==> config.mk <==
export PLATFORM = sky130hd
export DESIGN_NAME = dcacheController
export DESIGN_NICKNAME = d
export VERILOG_FILES = /design/src/hw/dcachePkg.sv /design/src/hw/dcacheController.sv
export SDC_FILE = /design/constraint.sdc
export NUM_CORES = 1
export LEC_CHECK = 0
export BUFFER_PORTS_ARGS = -buffer_cell sky130_fd_sc_hd__clkbuf_2
export CORE_AREA = 8 8 169 171
export CTS_CLUSTER_DIAMETER = 60
export DETAILED_ROUTE_END_ITERATION = 7
export DIE_AREA = 0 0 177 179
export HOLD_SLACK_MARGIN = 0.02
export PLACE_DENSITY = 0.92
export SKIP_CTS_REPAIR_TIMING = 1
export SYNTH_ARGS = -nofsm -noshare
export SYNTH_HDL_FRONTEND = slang
export SYNTH_SLANG_ARGS = --single-unit
==> constraint.sdc <==
create_clock -name clk -period 14.2 [get_ports clk]
set_input_delay 2.13 -clock clk [delete_from_list [all_inputs] [get_ports clk]]
set_output_delay 2.13 -clock clk [all_outputs]
set_load 0.05 [all_outputs]
==> src/hw/dcachePkg.sv <==
package dcachePkg;

  localparam int WORDSPERLINE = 4;
  localparam int NUMWAYS = 2;
  localparam int MAXINDEXBITS = 8;
  // Line address is addr[31:4]; the tag keeps whatever the index does not use
  localparam int TAGBITS = 28;

  typedef logic [31:0] addrWord_t;
  typedef logic [31:0] dataWord_t;
  typedef logic [WORDSPERLINE-1:0][31:0] line_t;

  typedef enum logic [1:0] {OP_READ, OP_WRITE, OP_FLUSH} cpuOp_e;
  typedef enum logic {MEM_READ, MEM_WRITE} memOp_e;

  typedef struct packed {
    cpuOp_e op;
    addrWord_t addr;
    dataWord_t wdata;
    logic [3:0] byteMask;
  } cpuReq_t;

  typedef struct packed {
    logic valid;
    dataWord_t rdata;
  } cpuRsp_t;

  // Word address on the memory side
  typedef struct packed {
    memOp_e op;
    addrWord_t addr;
    dataWord_t wdata;
  } memReq_t;

  typedef struct packed {
    logic valid;
    dataWord_t rdata;
  } memRsp_t;

  typedef struct packed {
    logic [MAXINDEXBITS-1:0] index;
    logic [TAGBITS-1:0] tag;
    logic setValid;
    logic setDirty;
    logic clearDirty;
    logic [1:0] wordSel;
    logic [3:0] byteMask;
    dataWord_t wdata;
    logic tagWrite;
  } wayWrite_t;

  typedef struct packed {
    logic valid;
    logic dirty;
    logic [TAGBITS-1:0] tag;
    line_t data;
  } wayReadout_t;

  function automatic logic [1:0] offsetOf(addrWord_t a);
    return a[3:2];
  endfunction

  function automatic logic [MAXINDEXBITS-1:0] indexOf(addrWord_t a, int unsigned idxBits);
    logic [27:0] lineAddr;
    lineAddr = a[31:4] & ((28'd1 << idxBits) - 28'd1);
    return lineAddr[MAXINDEXBITS-1:0];
  endfunction

  function automatic logic [TAGBITS-1:0] tagOf(addrWord_t a, int unsigned idxBits);
    return a[31:4] >> idxBits;
  endfunction

endpackage

==> src/hw/dcacheController.sv <==
`timescale 1ns/1ps

module dcacheController #(
  parameter int LINES = 16
) (
  input  logic clk,
  input  logic reset,
  input  logic cpuReqValid,
  input  dcachePkg::cpuReq_t cpuReq,
  output logic cpuReady,
  output dcachePkg::cpuRsp_t cpuRsp,
  output logic [$clog2(LINES)-1:0] lookupIndex,
  output dcachePkg::wayWrite_t wayCmd,
  output logic [1:0] wayWe,
  input  logic hit,
  input  logic hitWay,
  input  logic victimWay,
  input  logic victimDirty,
  input  logic [dcachePkg::TAGBITS-1:0] victimTag,
  input  dcachePkg::line_t readLine,
  output logic touch,
  output logic touchWay,
  input  logic creditAvail,
  output logic beatIssue,
  output dcachePkg::memReq_t beatReq,
  input  dcachePkg::memRsp_t memRsp
);
  import dcachePkg::*;

  localparam int IDXW = $clog2(LINES);

  typedef enum logic [2:0] {
    IDLE, LOOKUP, WRITEBACK, MEMREAD, RESPOND, FLUSHSCAN, FLUSHWB
  } state_e;

  state_e state, nextState;
  cpuReq_t reqReg;
  logic [IDXW-1:0] reqIndex;
  logic [TAGBITS-1:0] reqTag;
  logic [1:0] reqOffset;
  logic isWrite;

  logic [1:0] issueCnt, recvCnt;
  logic issueDone;
  logic [IDXW-1:0] flushSet;
  logic [1:0] flushStep;
  logic scanArmed;
  logic firstWay;
  logic flushPost, postWay;
  logic [TAGBITS-1:0] postTag;

  logic victimWayReg;
  logic [TAGBITS-1:0] victimTagReg;
  line_t victimLine;
  dataWord_t rspData, fillWord;
  logic [27:0] wbLineAddr;

  assign reqIndex = IDXW'(indexOf(reqReg.addr, IDXW));
  assign reqTag = tagOf(reqReg.addr, IDXW);
  assign reqOffset = offsetOf(reqReg.addr);
  assign isWrite = (reqReg.op == OP_WRITE);

  assign cpuReady = (state == IDLE);
  assign cpuRsp.valid = (state == RESPOND);
  assign cpuRsp.rdata = rspData;

  always_comb begin
    case (state)
      IDLE: lookupIndex = IDXW'(indexOf(cpuReq.addr, IDXW));
      FLUSHSCAN, FLUSHWB: lookupIndex = flushSet;
      default: lookupIndex = reqIndex;
    endcase
  end

  // Victim line address rebuilt from its tag and the current set
  assign wbLineAddr = 28'(victimTagReg << IDXW) | 28'(lookupIndex);

  // Fill word, with the pending CPU write merged in at its offset
  always_comb begin
    fillWord = memRsp.rdata;
    if (isWrite && recvCnt == reqOffset) begin
      for (int b = 0; b < 4; b++) begin
        if (reqReg.byteMask[b]) begin
          fillWord[8*b +: 8] = reqReg.wdata[8*b +: 8];
        end
      end
    end
  end

  // During flush the scan cycle uses the live victim, the writeback path the latched one
  assign postWay = (state == FLUSHSCAN) ? victimWay : victimWayReg;
  assign postTag = (state == FLUSHSCAN) ? victimTag : victimTagReg;

  always_comb begin
    nextState = state;
    wayCmd = '0;
    wayCmd.index = MAXINDEXBITS'(lookupIndex);
    wayCmd.tag = reqTag;
    wayWe = '0;
    touch = 1'b0;
    touchWay = 1'b0;
    beatIssue = 1'b0;
    beatReq = '0;
    flushPost = 1'b0;
    case (state)
      IDLE: begin
        if (cpuReqValid) begin
          nextState = (cpuReq.op == OP_FLUSH) ? FLUSHSCAN : LOOKUP;
        end
      end
      LOOKUP: begin
        if (hit) begin
          touch = 1'b1;
          touchWay = hitWay;
          if (isWrite) begin
            wayWe[hitWay] = 1'b1;
            wayCmd.wordSel = reqOffset;
            wayCmd.byteMask = reqReg.byteMask;
            wayCmd.wdata = reqReg.wdata;
            wayCmd.setDirty = 1'b1;
          end
          nextState = RESPOND;
        end else begin
          nextState = victimDirty ? WRITEBACK : MEMREAD;
        end
      end
      WRITEBACK, FLUSHWB: begin
        if (creditAvail) begin
          beatIssue = 1'b1;
          beatReq.op = MEM_WRITE;
          beatReq.addr = {2'b00, wbLineAddr, issueCnt};
          beatReq.wdata = victimLine[issueCnt];
          if (issueCnt == 2'd3) begin
            if (state == WRITEBACK) begin
              nextState = MEMREAD;
            end else begin
              flushPost = 1'b1;
              nextState = FLUSHSCAN;
            end
          end
        end
      end
      MEMREAD: begin
        if (creditAvail && !issueDone) begin
          beatIssue = 1'b1;
          beatReq.op = MEM_READ;
          beatReq.addr = {2'b00, reqReg.addr[31:4], issueCnt};
        end
        if (memRsp.valid) begin
          wayWe[victimWayReg] = 1'b1;
          wayCmd.wordSel = recvCnt;
          wayCmd.byteMask = 4'hf;
          wayCmd.wdata = fillWord;
          if (recvCnt == 2'd3) begin
            wayCmd.tagWrite = 1'b1;
            wayCmd.setValid = 1'b1;
            wayCmd.setDirty = isWrite;
            wayCmd.clearDirty = !isWrite;
            touch = 1'b1;
            touchWay = victimWayReg;
            nextState = RESPOND;
          end
        end
      end
      RESPOND: nextState = IDLE;
      FLUSHSCAN: begin
        // Matching on the victim's own tag steers readLine to the victim
        wayCmd.tag = victimTag;
        if (flushStep == 2'd2) begin
          // Drop the way handled in the first pass
          wayWe[firstWay] = 1'b1;
          wayCmd.tagWrite = 1'b1;
          wayCmd.clearDirty = 1'b1;
          if (flushSet == IDXW'(LINES - 1)) begin
            nextState = RESPOND;
          end
        end else if (scanArmed) begin
          if (victimDirty) begin
            nextState = FLUSHWB;
          end else begin
            flushPost = 1'b1;
          end
        end
      end
      default: nextState = IDLE;
    endcase

    // First pass keeps the way valid and most recent, so the second pass sees the other one
    if (flushPost) begin
      wayWe[postWay] = 1'b1;
      wayCmd.tagWrite = 1'b1;
      wayCmd.tag = postTag;
      wayCmd.setValid = (flushStep == 2'd0);
      wayCmd.clearDirty = 1'b1;
      if (flushStep == 2'd0) begin
        touch = 1'b1;
        touchWay = postWay;
      end
    end
  end

  always_ff @(posedge clk, posedge reset) begin
    if (reset) begin
      state <= IDLE;
      issueCnt <= '0;
      recvCnt <= '0;
      issueDone <= 1'b0;
      flushSet <= '0;
      flushStep <= '0;
      scanArmed <= 1'b0;
      firstWay <= 1'b0;
    end else begin
      state <= nextState;
      if (beatIssue) begin
        issueCnt <= issueCnt + 2'd1;
        if (state == MEMREAD && issueCnt == 2'd3) begin
          issueDone <= 1'b1;
        end
      end
      if (state == MEMREAD && memRsp.valid) begin
        recvCnt <= recvCnt + 2'd1;
      end
      if (state == LOOKUP) begin
        issueCnt <= '0;
        recvCnt <= '0;
        issueDone <= 1'b0;
      end
      if (state == IDLE) begin
        flushSet <= '0;
        flushStep <= '0;
        scanArmed <= 1'b0;
      end
      if (state == FLUSHSCAN) begin
        if (flushStep == 2'd2) begin
          flushStep <= '0;
          flushSet <= flushSet + 1'b1;
        end else begin
          // One idle cycle lets the readout catch up with the index or a write
          scanArmed <= !scanArmed;
        end
      end
      if (flushPost) begin
        flushStep <= flushStep + 2'd1;
        if (flushStep == 2'd0) begin
          firstWay <= postWay;
        end
      end
    end
  end

  always_ff @(posedge clk) begin
    if (cpuReqValid && cpuReady) begin
      reqReg <= cpuReq;
    end
    if ((state == LOOKUP && !hit) || (state == FLUSHSCAN && scanArmed && flushStep != 2'd2)) begin
      victimWayReg <= victimWay;
      victimTagReg <= victimTag;
      victimLine <= readLine;
    end
    if (state == LOOKUP && hit) begin
      rspData <= readLine[reqOffset];
    end
    if (state == MEMREAD && memRsp.valid && recvCnt == reqOffset) begin
      rspData <= fillWord;
    end
  end

  // Only one way may be written in any cycle
  assert property (@(posedge clk) disable iff (reset) !(&wayWe));

endmodule

==> impl_metrics.csv, run 1 <==
group,metric,value,unit
run_status,run_status,"complete, no violations",
clock_tree,clk_latency,500,ps
timing,setup-violations-final,0,
routing,firstDrtPassIters,6,
logic_synthesis,top_reg_cell_synth,"sky130_fd_sc_hd__edfxtp_1",
pwr,power.total,3.28,mW
timing,timing.setup.tns,0,ps
place,detailed_place.area,0.0152,mm²
timing,drv_slew,0,
pwr,p_sw_share,40.9,%
clock_tree,clock_tree.buffer_depth,3,
routing,via_per_inst,6.05,
logic_synthesis,synth_enable_flop_cells,257,
logic_synthesis,syn_inst,834,
global_route,grt_util_met2,42.8,%
timing,clock-skew-final,19.8,ps
logic_synthesis,synth.ff_latch_count,273,
setup_path,crit_path_cell_trace,"clkbuf_2 > and4b_1 > nand2_1 > o21ai_2 > a22o_1 > clkbuf_2",
timing,worst_slew_pin_slew,1110,ps
global_route,grt_first_pass_wirelength,60200,µm
logic_synthesis,post_synth_fa_ha_maj_area_fraction,0.486,%
pwr,power_frac_comb,39.5,%
place,io_buffers,444,
routing,via_count,9815,
global_route,global_route.peak_usage_layer,"met2",
logic_synthesis,post_synthesis_compound_gate_area_fraction,10.1,%
floorplan,die_y,179,µm
logic_synthesis,seq_area_frac_synth,63.0,%
cells_and_area,num-nets-final,1535,
pwr,clkPwrFrac,24.7,%
setup_path,cpMostUsedCell,"sky130_fd_sc_hd__clkbuf_2",
pwr,p_leak,6.85,nW
routing,dr.first_iter.drc_count,969,
setup_path,setup.worst_path.class,"in -> out",
logic_synthesis,synth-simple-area-share,7.62,%
floorplan,num_io_pins,453,
clock_tree,clock_sink_count,273,
min_path,hold_path.class,"reg -> reg",
timing,post-route-period-util,44.8,%
clock_tree,worst_setup_hold_path_clk_slew,50,ps
clock_tree,htreeDepth,2,
routing,drt_wl_total,41500,µm
timing,layout_min_cycle_time,6360,ps
setup_path,critical_path.n_buffers_inverters,2,
clock_tree,tritoncts,"yes",
place,finalWeightedCongestion,0.888,
setup_path,critical_path.startpoint_type,"input pin",
setup_path,timing.critical_path.to_type,"primary output",
routing,drt-wirelength-per-cell,25.5,µm
pwr,switchingPower,1.34,mW
place,dp_hpwl,29800,µm
pwr,max-vdd-ir-drop,162,µV
clock_tree,clock_tree.root_cell,"sky130_fd_sc_hd__clkbuf_16",
setup_path,timing.critical_path.max_delay_family,"simple AND/OR/NAND/NOR gates",
setup_path,crit_path_top_delay_cell,"sky130_fd_sc_hd__and4b_1",
timing,hold-worst-slack,494,ps
logic_synthesis,synth.lib_cells_used.distinct,61,
global_route,grt_usage,25.0,%
cells_and_area,area_growth,26.4,%
setup_path,worst-endpoint-arrival,4230,ps
routing,post-route-drc-count,0,
floorplan,floorplan.die_area,0.0317,mm²
logic_synthesis,yosys_warnings,0,
global_route,globalRouteMet3Util,6.57,%
logic_synthesis,post_synth_instance_area,0.0129,mm²
floorplan,initial_core_util,50.0,%
routing,antenna_violating_nets_post_route,0,
pwr,power_report.internal_total,1.94,mW
pwr,share_seq_of_total_power,35.8,%
global_route,antenna_found_initial,3,
logic_synthesis,synthXorXnorAreaFrac,0.476,%
logic_synthesis,synthesis.area_per_instance,15.4,µm²
logic_synthesis,synthMuxAreaShare,14.5,%
setup_path,worstPathRequired,12070,ps
cells_and_area,post-route-util,63.2,%
floorplan,rows,59,
logic_synthesis,synth_top_family_by_area,"multiplexers",
global_route,grt_start_max_net_pins,86,
cells_and_area,final_area,0.0163,mm²
timing,fmaxAchievable,157,MHz
setup_path,worstPathMaxFanout,19,
global_route,met1_track_utilization_from_global_routing,28.8,%
setup_path,timing.critical_path.slowest_cell_delay,810,ps
flow_run,max_cap_violations,0,
clock_tree,cts_made_buffers,34,
floorplan,horiz_die_dim,177,µm
global_route,global_route_total_overflow,0,
global_route,grt_pass1_vias,10100,
floorplan,floorplan_core_area,0.0258,mm²
pwr,power_per_cell_area,201,mW/mm²
logic_synthesis,postSynth.asyncResetShare,5.86,%
cells_and_area,post_route_cells_drive_above_1_share,46.6,%
timing,hold_viol,0,
timing,grt_setup_unrepaired,"no",
timing,relSlewSlack,25.9,%
==> synth_stat cells (11+ instances only) <==
library cell | count | area (µm²)
sky130_fd_sc_hd__dfrtp_1 | 16 | 400
sky130_fd_sc_hd__nor2_1 | 38 | 143
sky130_fd_sc_hd__inv_1 | 11 | 41.3
sky130_fd_sc_hd__buf_2 | 25 | 125
sky130_fd_sc_hd__mux4_2 | 64 | 1440
sky130_fd_sc_hd__mux2i_1 | 39 | 390
sky130_fd_sc_hd__nand2_1 | 67 | 251
sky130_fd_sc_hd__edfxtp_1 | 257 | 7720
sky130_fd_sc_hd__nor2b_1 | 37 | 231
sky130_fd_sc_hd__buf_4 | 23 | 173
sky130_fd_sc_hd__a22oi_1 | 27 | 203
sky130_fd_sc_hd__clkbuf_1 | 14 | 52.6
sky130_fd_sc_hd__a22o_1 | 65 | 569
sky130_fd_sc_hd__a21oi_1 | 32 | 160
==> worst paths after layout <==
| kind | from | end | slack (ps) | cells past startpoint |
|---|---|---|---|---|
| worst max-delay path | memRsp[32] | wayCmd[10] | 7840 | 6 |
| worst min-delay path | issueDone$_DFFE_PP0P_ | issueDone$_DFFE_PP0P_ | 490 | 2 |
| worst max register to register | state[0]$_DFFE_PP0P_ | rspData[6]$_DFFE_PP_ | 10120 | 4 |
| worst min register to register | issueDone$_DFFE_PP0P_ | issueDone$_DFFE_PP0P_ | 490 | 2 |
| max in group asynchronous | reset | issueCnt[1]$_DFFE_PP0P_ | 12000 | 2 |
| min in group asynchronous | reset | flushSet[3]$_DFF_PP0_ | 1710 | 2 |
==> worst reg2reg max path: cells and delay by family (launching register included) <==
kind	cells	cell delay, ps
buf+inv	1	590
flops	1	920
compound gates	1	890
simple gates	2	1280
==> state kept, by name (all words and copies together), names as in the netlist, 2 cells and up <==
signal and flops:
victimLine 128, reqReg 62, rspData 32, victimTagReg 28
flushSet 4, reqIndex 4, state 3, flushStep 2
issueCnt 2, recvCnt 2, reqOffset 2
==> cells by family (layout without fill, tap and decap cells) <==
group                    count (synthesis)  after routing
AO/OA/AOI/OAI                          168            168
XOR/XNOR                                 4              4
flip-flops                             273            273
AND/OR/NAND/NOR                        193            193
other                                    1              8
multiplexers                           106            106
adder cells (fa/ha/maj)                  5              5
buffers and inverters                   84            531
==> placed cells by master (no fill, tap or decap), types with 3 or more instances in the layout <==
| cell | n |
|---|---|
| sky130_fd_sc_hd__ha_1 | 5 |
| sky130_fd_sc_hd__nor3_1 | 8 |
| sky130_fd_sc_hd__o21ai_2 | 4 |
| sky130_fd_sc_hd__o21ai_0 | 8 |
| sky130_fd_sc_hd__nor2_1 | 38 |
| sky130_fd_sc_hd__nor2b_1 | 37 |
| sky130_fd_sc_hd__inv_6 | 3 |
| sky130_fd_sc_hd__o221ai_1 | 3 |
| sky130_fd_sc_hd__mux2_2 | 3 |
| sky130_fd_sc_hd__conb_1 | 6 |
| sky130_fd_sc_hd__buf_4 | 14 |
| sky130_fd_sc_hd__clkbuf_1 | 8 |
| sky130_fd_sc_hd__edfxtp_1 | 257 |
| sky130_fd_sc_hd__nand4_1 | 4 |
| sky130_fd_sc_hd__a22o_1 | 65 |
| sky130_fd_sc_hd__clkinv_1 | 6 |
| sky130_fd_sc_hd__nand2b_1 | 3 |
| sky130_fd_sc_hd__dfrtp_1 | 14 |
| sky130_fd_sc_hd__and2_1 | 3 |
| sky130_fd_sc_hd__nand3_1 | 9 |
| sky130_fd_sc_hd__and2_4 | 4 |
| sky130_fd_sc_hd__a21oi_2 | 3 |
| sky130_fd_sc_hd__nand2_1 | 67 |
| sky130_fd_sc_hd__mux4_2 | 64 |
| sky130_fd_sc_hd__a21o_1 | 4 |
| sky130_fd_sc_hd__a22oi_1 | 27 |
| sky130_fd_sc_hd__inv_1 | 11 |
| sky130_fd_sc_hd__inv_8 | 3 |
| sky130_fd_sc_hd__clkbuf_16 | 37 |
| sky130_fd_sc_hd__clkbuf_2 | 444 |
| sky130_fd_sc_hd__mux2i_1 | 39 |
| sky130_fd_sc_hd__a21oi_1 | 32 |
==> layout make-up <==
| class | count | area [µm²] |
|---|---|---|
| Timing Repair Buffer | 458 | 2330 |
| Multi-Input combinational cell | 482 | 4310 |
| Clock buffer | 45 | 956 |
| Tap cell | 335 | 419 |
| Inverter | 14 | 52.6 |
| Clock inverter | 14 | 100 |
| Sequential cell | 273 | 8120 |
| Fill cell | 1870 | 9470 |
| Antenna cell | 2 | 5.00 |
==> per-layer routing <==
| metal | vias to the layer above | share of wire, % | wire, µm |
|---|---|---|---|
| li1 | 4179 | - | - |
| met2 | 753 | 51 | 21000 |
| met5 | - | 0.031 | 13 |
| met4 | 2 | 4.4 | 1810 |
| met1 | 4750 | 34 | 14100 |
| met3 | 131 | 11 | 4590 |
==> power by group through the flow <==
stage	clock [mW]	sequential (mW)	combinational, mW
6_report	0.810	1.17	1.30
4_1_cts	0.821	1.17	1.30
5_1_grt	0.846	1.19	1.36
3_3_place_gp	0	1.17	1.27
2_1_floorplan	0	1.24	0.959
3_5_place_dp	0	1.18	1.29
==> per-stage QoR <==
| step | instances | setup slack [ps] |
|---|---|---|
| detailed placement | 1562 | 7810 |
| floorplan | 839 | 3500 |
| global placement | 1562 | 7830 |
| finish | 1623 | 7840 |
| global route | 1623 | 7710 |
| CTS | 1621 | 7790 |
Note: power is estimated with default switching activity, not from simulation.
==> run 2: changes to the inputs <==
--- a/config.mk
+++ b/config.mk
@@ -6,12 +6,12 @@
 export NUM_CORES = 1
 export LEC_CHECK = 0
 export BUFFER_PORTS_ARGS = -buffer_cell sky130_fd_sc_hd__clkbuf_2
-export CORE_AREA = 8 8 169 171
+export CORE_MARGIN = 8
+export CORE_UTILIZATION = 51
 export CTS_CLUSTER_DIAMETER = 60
 export DETAILED_ROUTE_END_ITERATION = 7
-export DIE_AREA = 0 0 177 179
 export HOLD_SLACK_MARGIN = 0.02
-export PLACE_DENSITY = 0.92
+export PLACE_DENSITY = 0.93
 export SKIP_CTS_REPAIR_TIMING = 1
 export SYNTH_ARGS = -nofsm -noshare
 export SYNTH_HDL_FRONTEND = slang
==> constraint.sdc (replaced) <==
create_clock -name clk -period 6.4 [get_ports clk]
set_input_delay 0.96 -clock clk [delete_from_list [all_inputs] [get_ports clk]]
set_output_delay 0.96 -clock clk [all_outputs]
set_load 0.05 [all_outputs]
==> run 2 against run 1 <==
Via count grew 0.47%; critical path depth down 2; non-clock buffer count is 1 lower; clock-buffer cell count is 10 lower; power increased by 120%; global-route usage up 1.2 points; sequential cell count stayed put; wire length up 1.3%; clock power rose by 100%; design area fell by 0.80%; core utilization grew 1.5 points; hold slack worse by 9.3 ps; largest power group unchanged.
==> impl_metrics.csv, run 2 (synthesis gave the netlist of run 1 again) <==
group,metric,value,unit
setup_path,setup.worst_path.class,"reg -> out",
cells_and_area,registers.top_by_ff_count,"victimLine",
timing,layout_min_cycle_time,4930,ps
timing,grt_setup_unrepaired,"no",
floorplan,floorplan_core_area,0.0250,mm²
timing,clock-skew-final,12.8,ps
routing,dr.first_iter.drc_count,832,
setup_path,timing.critical_path.max_delay_family,"buffers and inverters",
routing,drt_wl_total,42000,µm
timing,drv_slew,0,
setup_path,timing.critical_path.to_type,"primary output",
setup_path,worstPathMaxFanout,29,
cells_and_area,filler_cell_count,1785,
setup_path,worst-endpoint-arrival,3970,ps
timing,worst_setup_margin,1470,ps
floorplan,rows,58,
cells_and_area,area.sequential,0.00812,mm²
routing,drt-wirelength-per-cell,26.0,µm
place,io_buffers,444,
cells_and_area,leading_cell_types_in_the_layout_fill_and_taps_excluded,"sky130_fd_sc_hd__clkbuf_2, sky130_fd_sc_hd__edfxtp_1, sky130_fd_sc_hd__nand2_1",
flow_run,max_cap_violations,0,
cells_and_area,area_growth,25.4,%
global_route,global_route_total_overflow,0,
timing,post-route-period-util,77.0,%
cells_and_area,multiInputGateArea,0.00431,mm²
clock_tree,clock_tree.root_cell,"sky130_fd_sc_hd__clkbuf_16",
floorplan,initial_core_util,51.6,%
global_route,grt_usage,26.2,%
global_route,grt_pass1_vias,10400,
min_path,hold_path.class,"in -> async",
cells_and_area,largest_reg_flops,128,
place,finalWeightedCongestion,0.869,
timing,timing.setup.tns,0,ps
cells_and_area,layout_commonest_cell,"sky130_fd_sc_hd__clkbuf_2",
timing,worst_slew_pin_slew,1230,ps
pwr,max-vdd-ir-drop,325,µV
floorplan,horiz_die_dim,175,µm
pwr,power.total,7.12,mW
routing,post-route-drc-count,0,
run_status,run_status,"complete, no violations",
place,dpl_worst_slack,1840,ps
clock_tree,clock_sink_count,273,
setup_path,timing.critical_path.slowest_cell_delay,1180,ps
timing,setup-violations-final,0,
global_route,grt_start_max_net_pins,75,
clock_tree,tritoncts,"yes",
setup_path,critical_path.n_buffers_inverters,2,
pwr,power_per_cell_area,441,mW/mm²
timing,hold_viol,0,
routing,antenna_violating_nets_post_route,0,
setup_path,crit_path_cell_trace,"nand3b_1 > inv_1 > a32o_1 > clkbuf_2",
setup_path,crit_path_top_delay_cell,"sky130_fd_sc_hd__inv_1",
cells_and_area,post_route_cells_drive_above_1_share,46.5,%
clock_tree,clk_latency,550,ps
clock_tree,worst_setup_hold_path_clk_slew,60,ps
cells_and_area,reg.largest.list,"victimLine: 128 flops, reqReg: 62 flops, rspData: 32 flops",
place,dp_hpwl,30100,µm
routing,via_count,9861,
clock_tree,cts_made_buffers,31,
clock_tree,clock_tree.buffer_depth,3,
floorplan,die_y,175,µm
floorplan,num_io_pins,453,
floorplan,floorplan.die_area,0.0306,mm²
timing,relSlewSlack,17.8,%
global_route,antenna_found_initial,4,
routing,firstDrtPassIters,6,
pwr,p_leak,6.78,nW
routing,via_per_inst,6.11,
setup_path,worstPathRequired,5440,ps
cells_and_area,num-nets-final,1531,
clock_tree,htreeDepth,1,
timing,fmaxAchievable,203,MHz
setup_path,critical_path.startpoint_type,"register",
global_route,grt_first_pass_wirelength,62300,µm
run 2: per-layer routing:
| layer | GRT usage, % | vias up | share of wire, % | routed length [µm] |
|---|---|---|---|---|
| met4 | 12.1 | 4 | 4.1 | 1730 |
| met2 | 45.5 | 679 | 52 | 21700 |
| met3 | 6.63 | 132 | 9.1 | 3840 |
| met1 | 30.2 | 4892 | 35 | 14700 |
| met5 | 0 | - | 0.062 | 26 |
| li1 | - | 4154 | - | - |
run 2: through the flow:
step / std cells / utilization, % / instance area (µm²) / hold slack [ps]
floorplan: 839 / - / 12900 / 448
global placement: 1556 / 60.9 / 15200 / 467
detailed placement: 1556 / 60.9 / 15200 / 478
CTS: 1613 / 64.7 / 16200 / 490
global route: 1615 / 64.7 / 16200 / 523
finish: 1615 / 64.7 / 16200 / 485
run 2: power by group:
| part | internal (mW) | switching (mW) | total [mW] | leakage [nW] |
|---|---|---|---|---|
| sequential | 2.41 | 0.223 | 2.64 | 2.56 |
| combinational | 0.824 | 2.02 | 2.85 | 3.77 |
| clock | 0.928 | 0.715 | 1.64 | 0.452 |
run 2: layout make-up:
type,count,area share [%]
Timing Repair Buffer,457,14.4
Clock inverter,22,0.921
Inverter,14,0.325
Tap cell,330,2.56
Sequential cell,273,50.3
Antenna cell,2,0.0310
Multi-Input combinational cell,482,26.7
Clock buffer,35,4.89
run 2: worst paths after layout:
kind                                            start                        to  slack, ps  depth (start not counted)
worst max-delay path             state[0]$_DFFE_PP0P_               beatReq[35]       1470                          4
worst min-delay path                            reset     flushSet[2]$_DFF_PP0_        490                          2
worst max register to register   state[0]$_DFFE_PP0P_  victimLine[43]$_DFFE_PP_       3080                          5
worst min register to register  issueDone$_DFFE_PP0P_     issueDone$_DFFE_PP0P_        490                          2
max in group asynchronous                       reset   issueCnt[1]$_DFFE_PP0P_       5440                          2
min in group clk                issueDone$_DFFE_PP0P_     issueDone$_DFFE_PP0P_        490                          2
==> run 3: changes to the inputs <==
--- a/config.mk
+++ b/config.mk
@@ -7,11 +7,11 @@
 export LEC_CHECK = 0
 export BUFFER_PORTS_ARGS = -buffer_cell sky130_fd_sc_hd__clkbuf_2
 export CORE_MARGIN = 8
-export CORE_UTILIZATION = 51
+export CORE_UTILIZATION = 46
 export CTS_CLUSTER_DIAMETER = 60
 export DETAILED_ROUTE_END_ITERATION = 7
 export HOLD_SLACK_MARGIN = 0.02
-export PLACE_DENSITY = 0.93
+export PLACE_DENSITY = 0.9
 export SKIP_CTS_REPAIR_TIMING = 1
 export SYNTH_ARGS = -nofsm -noshare
 export SYNTH_HDL_FRONTEND = slang
==> constraint.sdc (replaced) <==
create_clock -name clk -period 4.4 [get_ports clk]
set_input_delay 0.66 -clock clk [delete_from_list [all_inputs] [get_ports clk]]
set_output_delay 0.66 -clock clk [all_outputs]
set_load 0.05 [all_outputs]
==> run 3 against run 2 <==
Register-to-register slack worse by 1600 ps; die area up 9.9%; clock-buffer cell count up 5; critical path type unchanged; largest cell class unchanged.
==> impl_metrics.csv, run 3 (synthesis gave the netlist of run 1 again) <==
group,metric,value,unit
timing,fmaxAchievable,272,MHz
clock_tree,htreeDepth,1,
pwr,clkPwrFrac,22.7,%
cells_and_area,largest_reg_flops,128,
global_route,grt_pass1_vias,10300,
routing,post-route-drc-count,0,
setup_path,worstPathRequired,3740,ps
routing,dr.first_iter.drc_count,696,
cells_and_area,post_route_cells_drive_above_1_share,46.7,%
timing,layout_min_cycle_time,3670,ps
cells_and_area,area_growth,26.5,%
cells_and_area,registers.top_by_ff_count,"victimLine",
place,finalWeightedCongestion,0.868,
cells_and_area,leading_cell_types_in_the_layout_fill_and_taps_excluded,"sky130_fd_sc_hd__clkbuf_2, sky130_fd_sc_hd__edfxtp_1, sky130_fd_sc_hd__nand2_1",
setup_path,setup.worst_path.class,"reg -> out",
setup_path,critical_path.startpoint_type,"register",
floorplan,rows,61,
pwr,power_per_cell_area,638,mW/mm²
timing,post-route-period-util,83.5,%
timing,relSlewSlack,28.8,%
cells_and_area,reg.largest.list,"victimLine: 128 flops, reqReg: 62 flops, rspData: 32 flops",
pwr,share_seq_of_total_power,36.4,%
timing,drv_slew,0,
global_route,grt_start_max_net_pins,86,
routing,via_count,9635,
global_route,global_route_total_overflow,0,
pwr,p_leak,6.83,nW
clock_tree,worst_setup_hold_path_clk_slew,60,ps
timing,worst_slew_pin_slew,1070,ps
floorplan,floorplan_core_area,0.0277,mm²
floorplan,die_y,183,µm
floorplan,num_io_pins,453,
routing,drt-wirelength-per-cell,25.8,µm
run_status,run_status,"complete, no violations",
timing,grt_setup_unrepaired,"no",
setup_path,worstPathMaxFanout,20,
clock_tree,clock_tree.buffer_depth,3,
timing,hold_viol,0,
flow_run,max_cap_violations,0,
floorplan,horiz_die_dim,183,µm
timing,hold-worst-slack,182,ps
cells_and_area,post-route-util,58.8,%
floorplan,initial_core_util,46.5,%
setup_path,worst-endpoint-arrival,3010,ps
pwr,p_sw_share,41.4,%
clock_tree,clk_latency,550,ps
pwr,max-vdd-ir-drop,497,µV
min_path,hold_path.class,"in -> async",
routing,antenna_violating_nets_post_route,0,
cells_and_area,layout_commonest_cell,"sky130_fd_sc_hd__clkbuf_2",
routing,firstDrtPassIters,4,
place,dp_hpwl,31500,µm
pwr,switchingPower,4.31,mW
floorplan,floorplan.die_area,0.0336,mm²
timing,setup-violations-final,0,
global_route,antenna_found_initial,5,
clock_tree,cts_made_buffers,31,
pwr,power_frac_comb,40.9,%
global_route,grt_first_pass_wirelength,62500,µm
place,io_buffers,444,
routing,drt_wl_total,43000,µm
timing,timing.setup.tns,0,ps
setup_path,timing.critical_path.to_type,"primary output",
timing,clock-skew-final,15.4,ps
clock_tree,tritoncts,"yes",
routing,via_per_inst,5.77,
cells_and_area,num-nets-final,1542,
clock_tree,clock_sink_count,273,
clock_tree,clock_tree.root_cell,"sky130_fd_sc_hd__clkbuf_16",
pwr,power_report.internal_total,6.09,mW
global_route,grt_usage,24.7,%
-- run 3: stage by stage --
stage | std cells | setup WS, ps | cell area, µm² | power (mW)
after global routing | 1670 | 519 | 16300 | 10.8
after CTS | 1668 | 639 | 16300 | 10.5
after floorplan | 839 | 352 | 12900 | 7.01
final | 1670 | 727 | 16300 | 10.4
after detailed placement | 1615 | 1240 | 15400 | 8.09
after global placement | 1615 | 1290 | 15400 | 7.98
-- run 3: layer usage --
layer / track usage, % / routed length [µm]
met1: 27.3 / 14700
met2: 43.3 / 21800
met3: 7.54 / 4650
met4: 10.8 / 1880
met5: 0 / 41
-- run 3: worst max-delay path: stages, from the launching register on --
cell and delay, ps:
sky130_fd_sc_hd__dfrtp_1 720, sky130_fd_sc_hd__and4b_1 550, sky130_fd_sc_hd__nand2_1 120, sky130_fd_sc_hd__o21ai_2 520
sky130_fd_sc_hd__a22o_1 260, sky130_fd_sc_hd__clkbuf_2 290
-- run 3: final timing paths --
path | startpoint | endpoint | slack (ps) | depth (start not counted)
max in group asynchronous | reset | issueCnt[1]$_DFFE_PP0P_ | 3740 | 2
hold reg to reg | flushStep[0]$_DFF_PP0_ | flushStep[0]$_DFF_PP0_ | 490 | 1
setup reg to reg | state[1]$_DFFE_PP0P_ | rspData[13]$_DFFE_PP_ | 1520 | 5
min in group clk | cpuReq[45] | reqReg[45]$_DFFE_PP_ | 280 | 1
hold / removal | reset | state[0]$_DFFE_PP0P_ | 180 | 2
setup / recovery | state[1]$_DFFE_PP0P_ | wayCmd[26] | 730 | 5
-- run 3: power groups by stage --
| stage | Combinational [mW] | Sequential (mW) | Clock [mW] |
|---|---|---|---|
| floorplan | 3.10 | 3.90 | 0 |
| global placement | 4.19 | 3.79 | 0 |
| detailed placement | 4.26 | 3.83 | 0 |
| CTS | 4.28 | 3.78 | 2.41 |
| global route | 4.47 | 3.83 | 2.50 |
| finish | 4.25 | 3.78 | 2.36 |
-- run 3: layout make-up --
cell class | instances | area, µm²
Antenna cell | 2 | 5.00
Clock buffer | 40 | 810
Clock inverter | 13 | 104
Fill cell | 2112 | 11400
Inverter | 14 | 52.6
Multi-Input combinational cell | 482 | 4310
Sequential cell | 273 | 8120
Tap cell | 378 | 473
Timing Repair Buffer | 468 | 2430
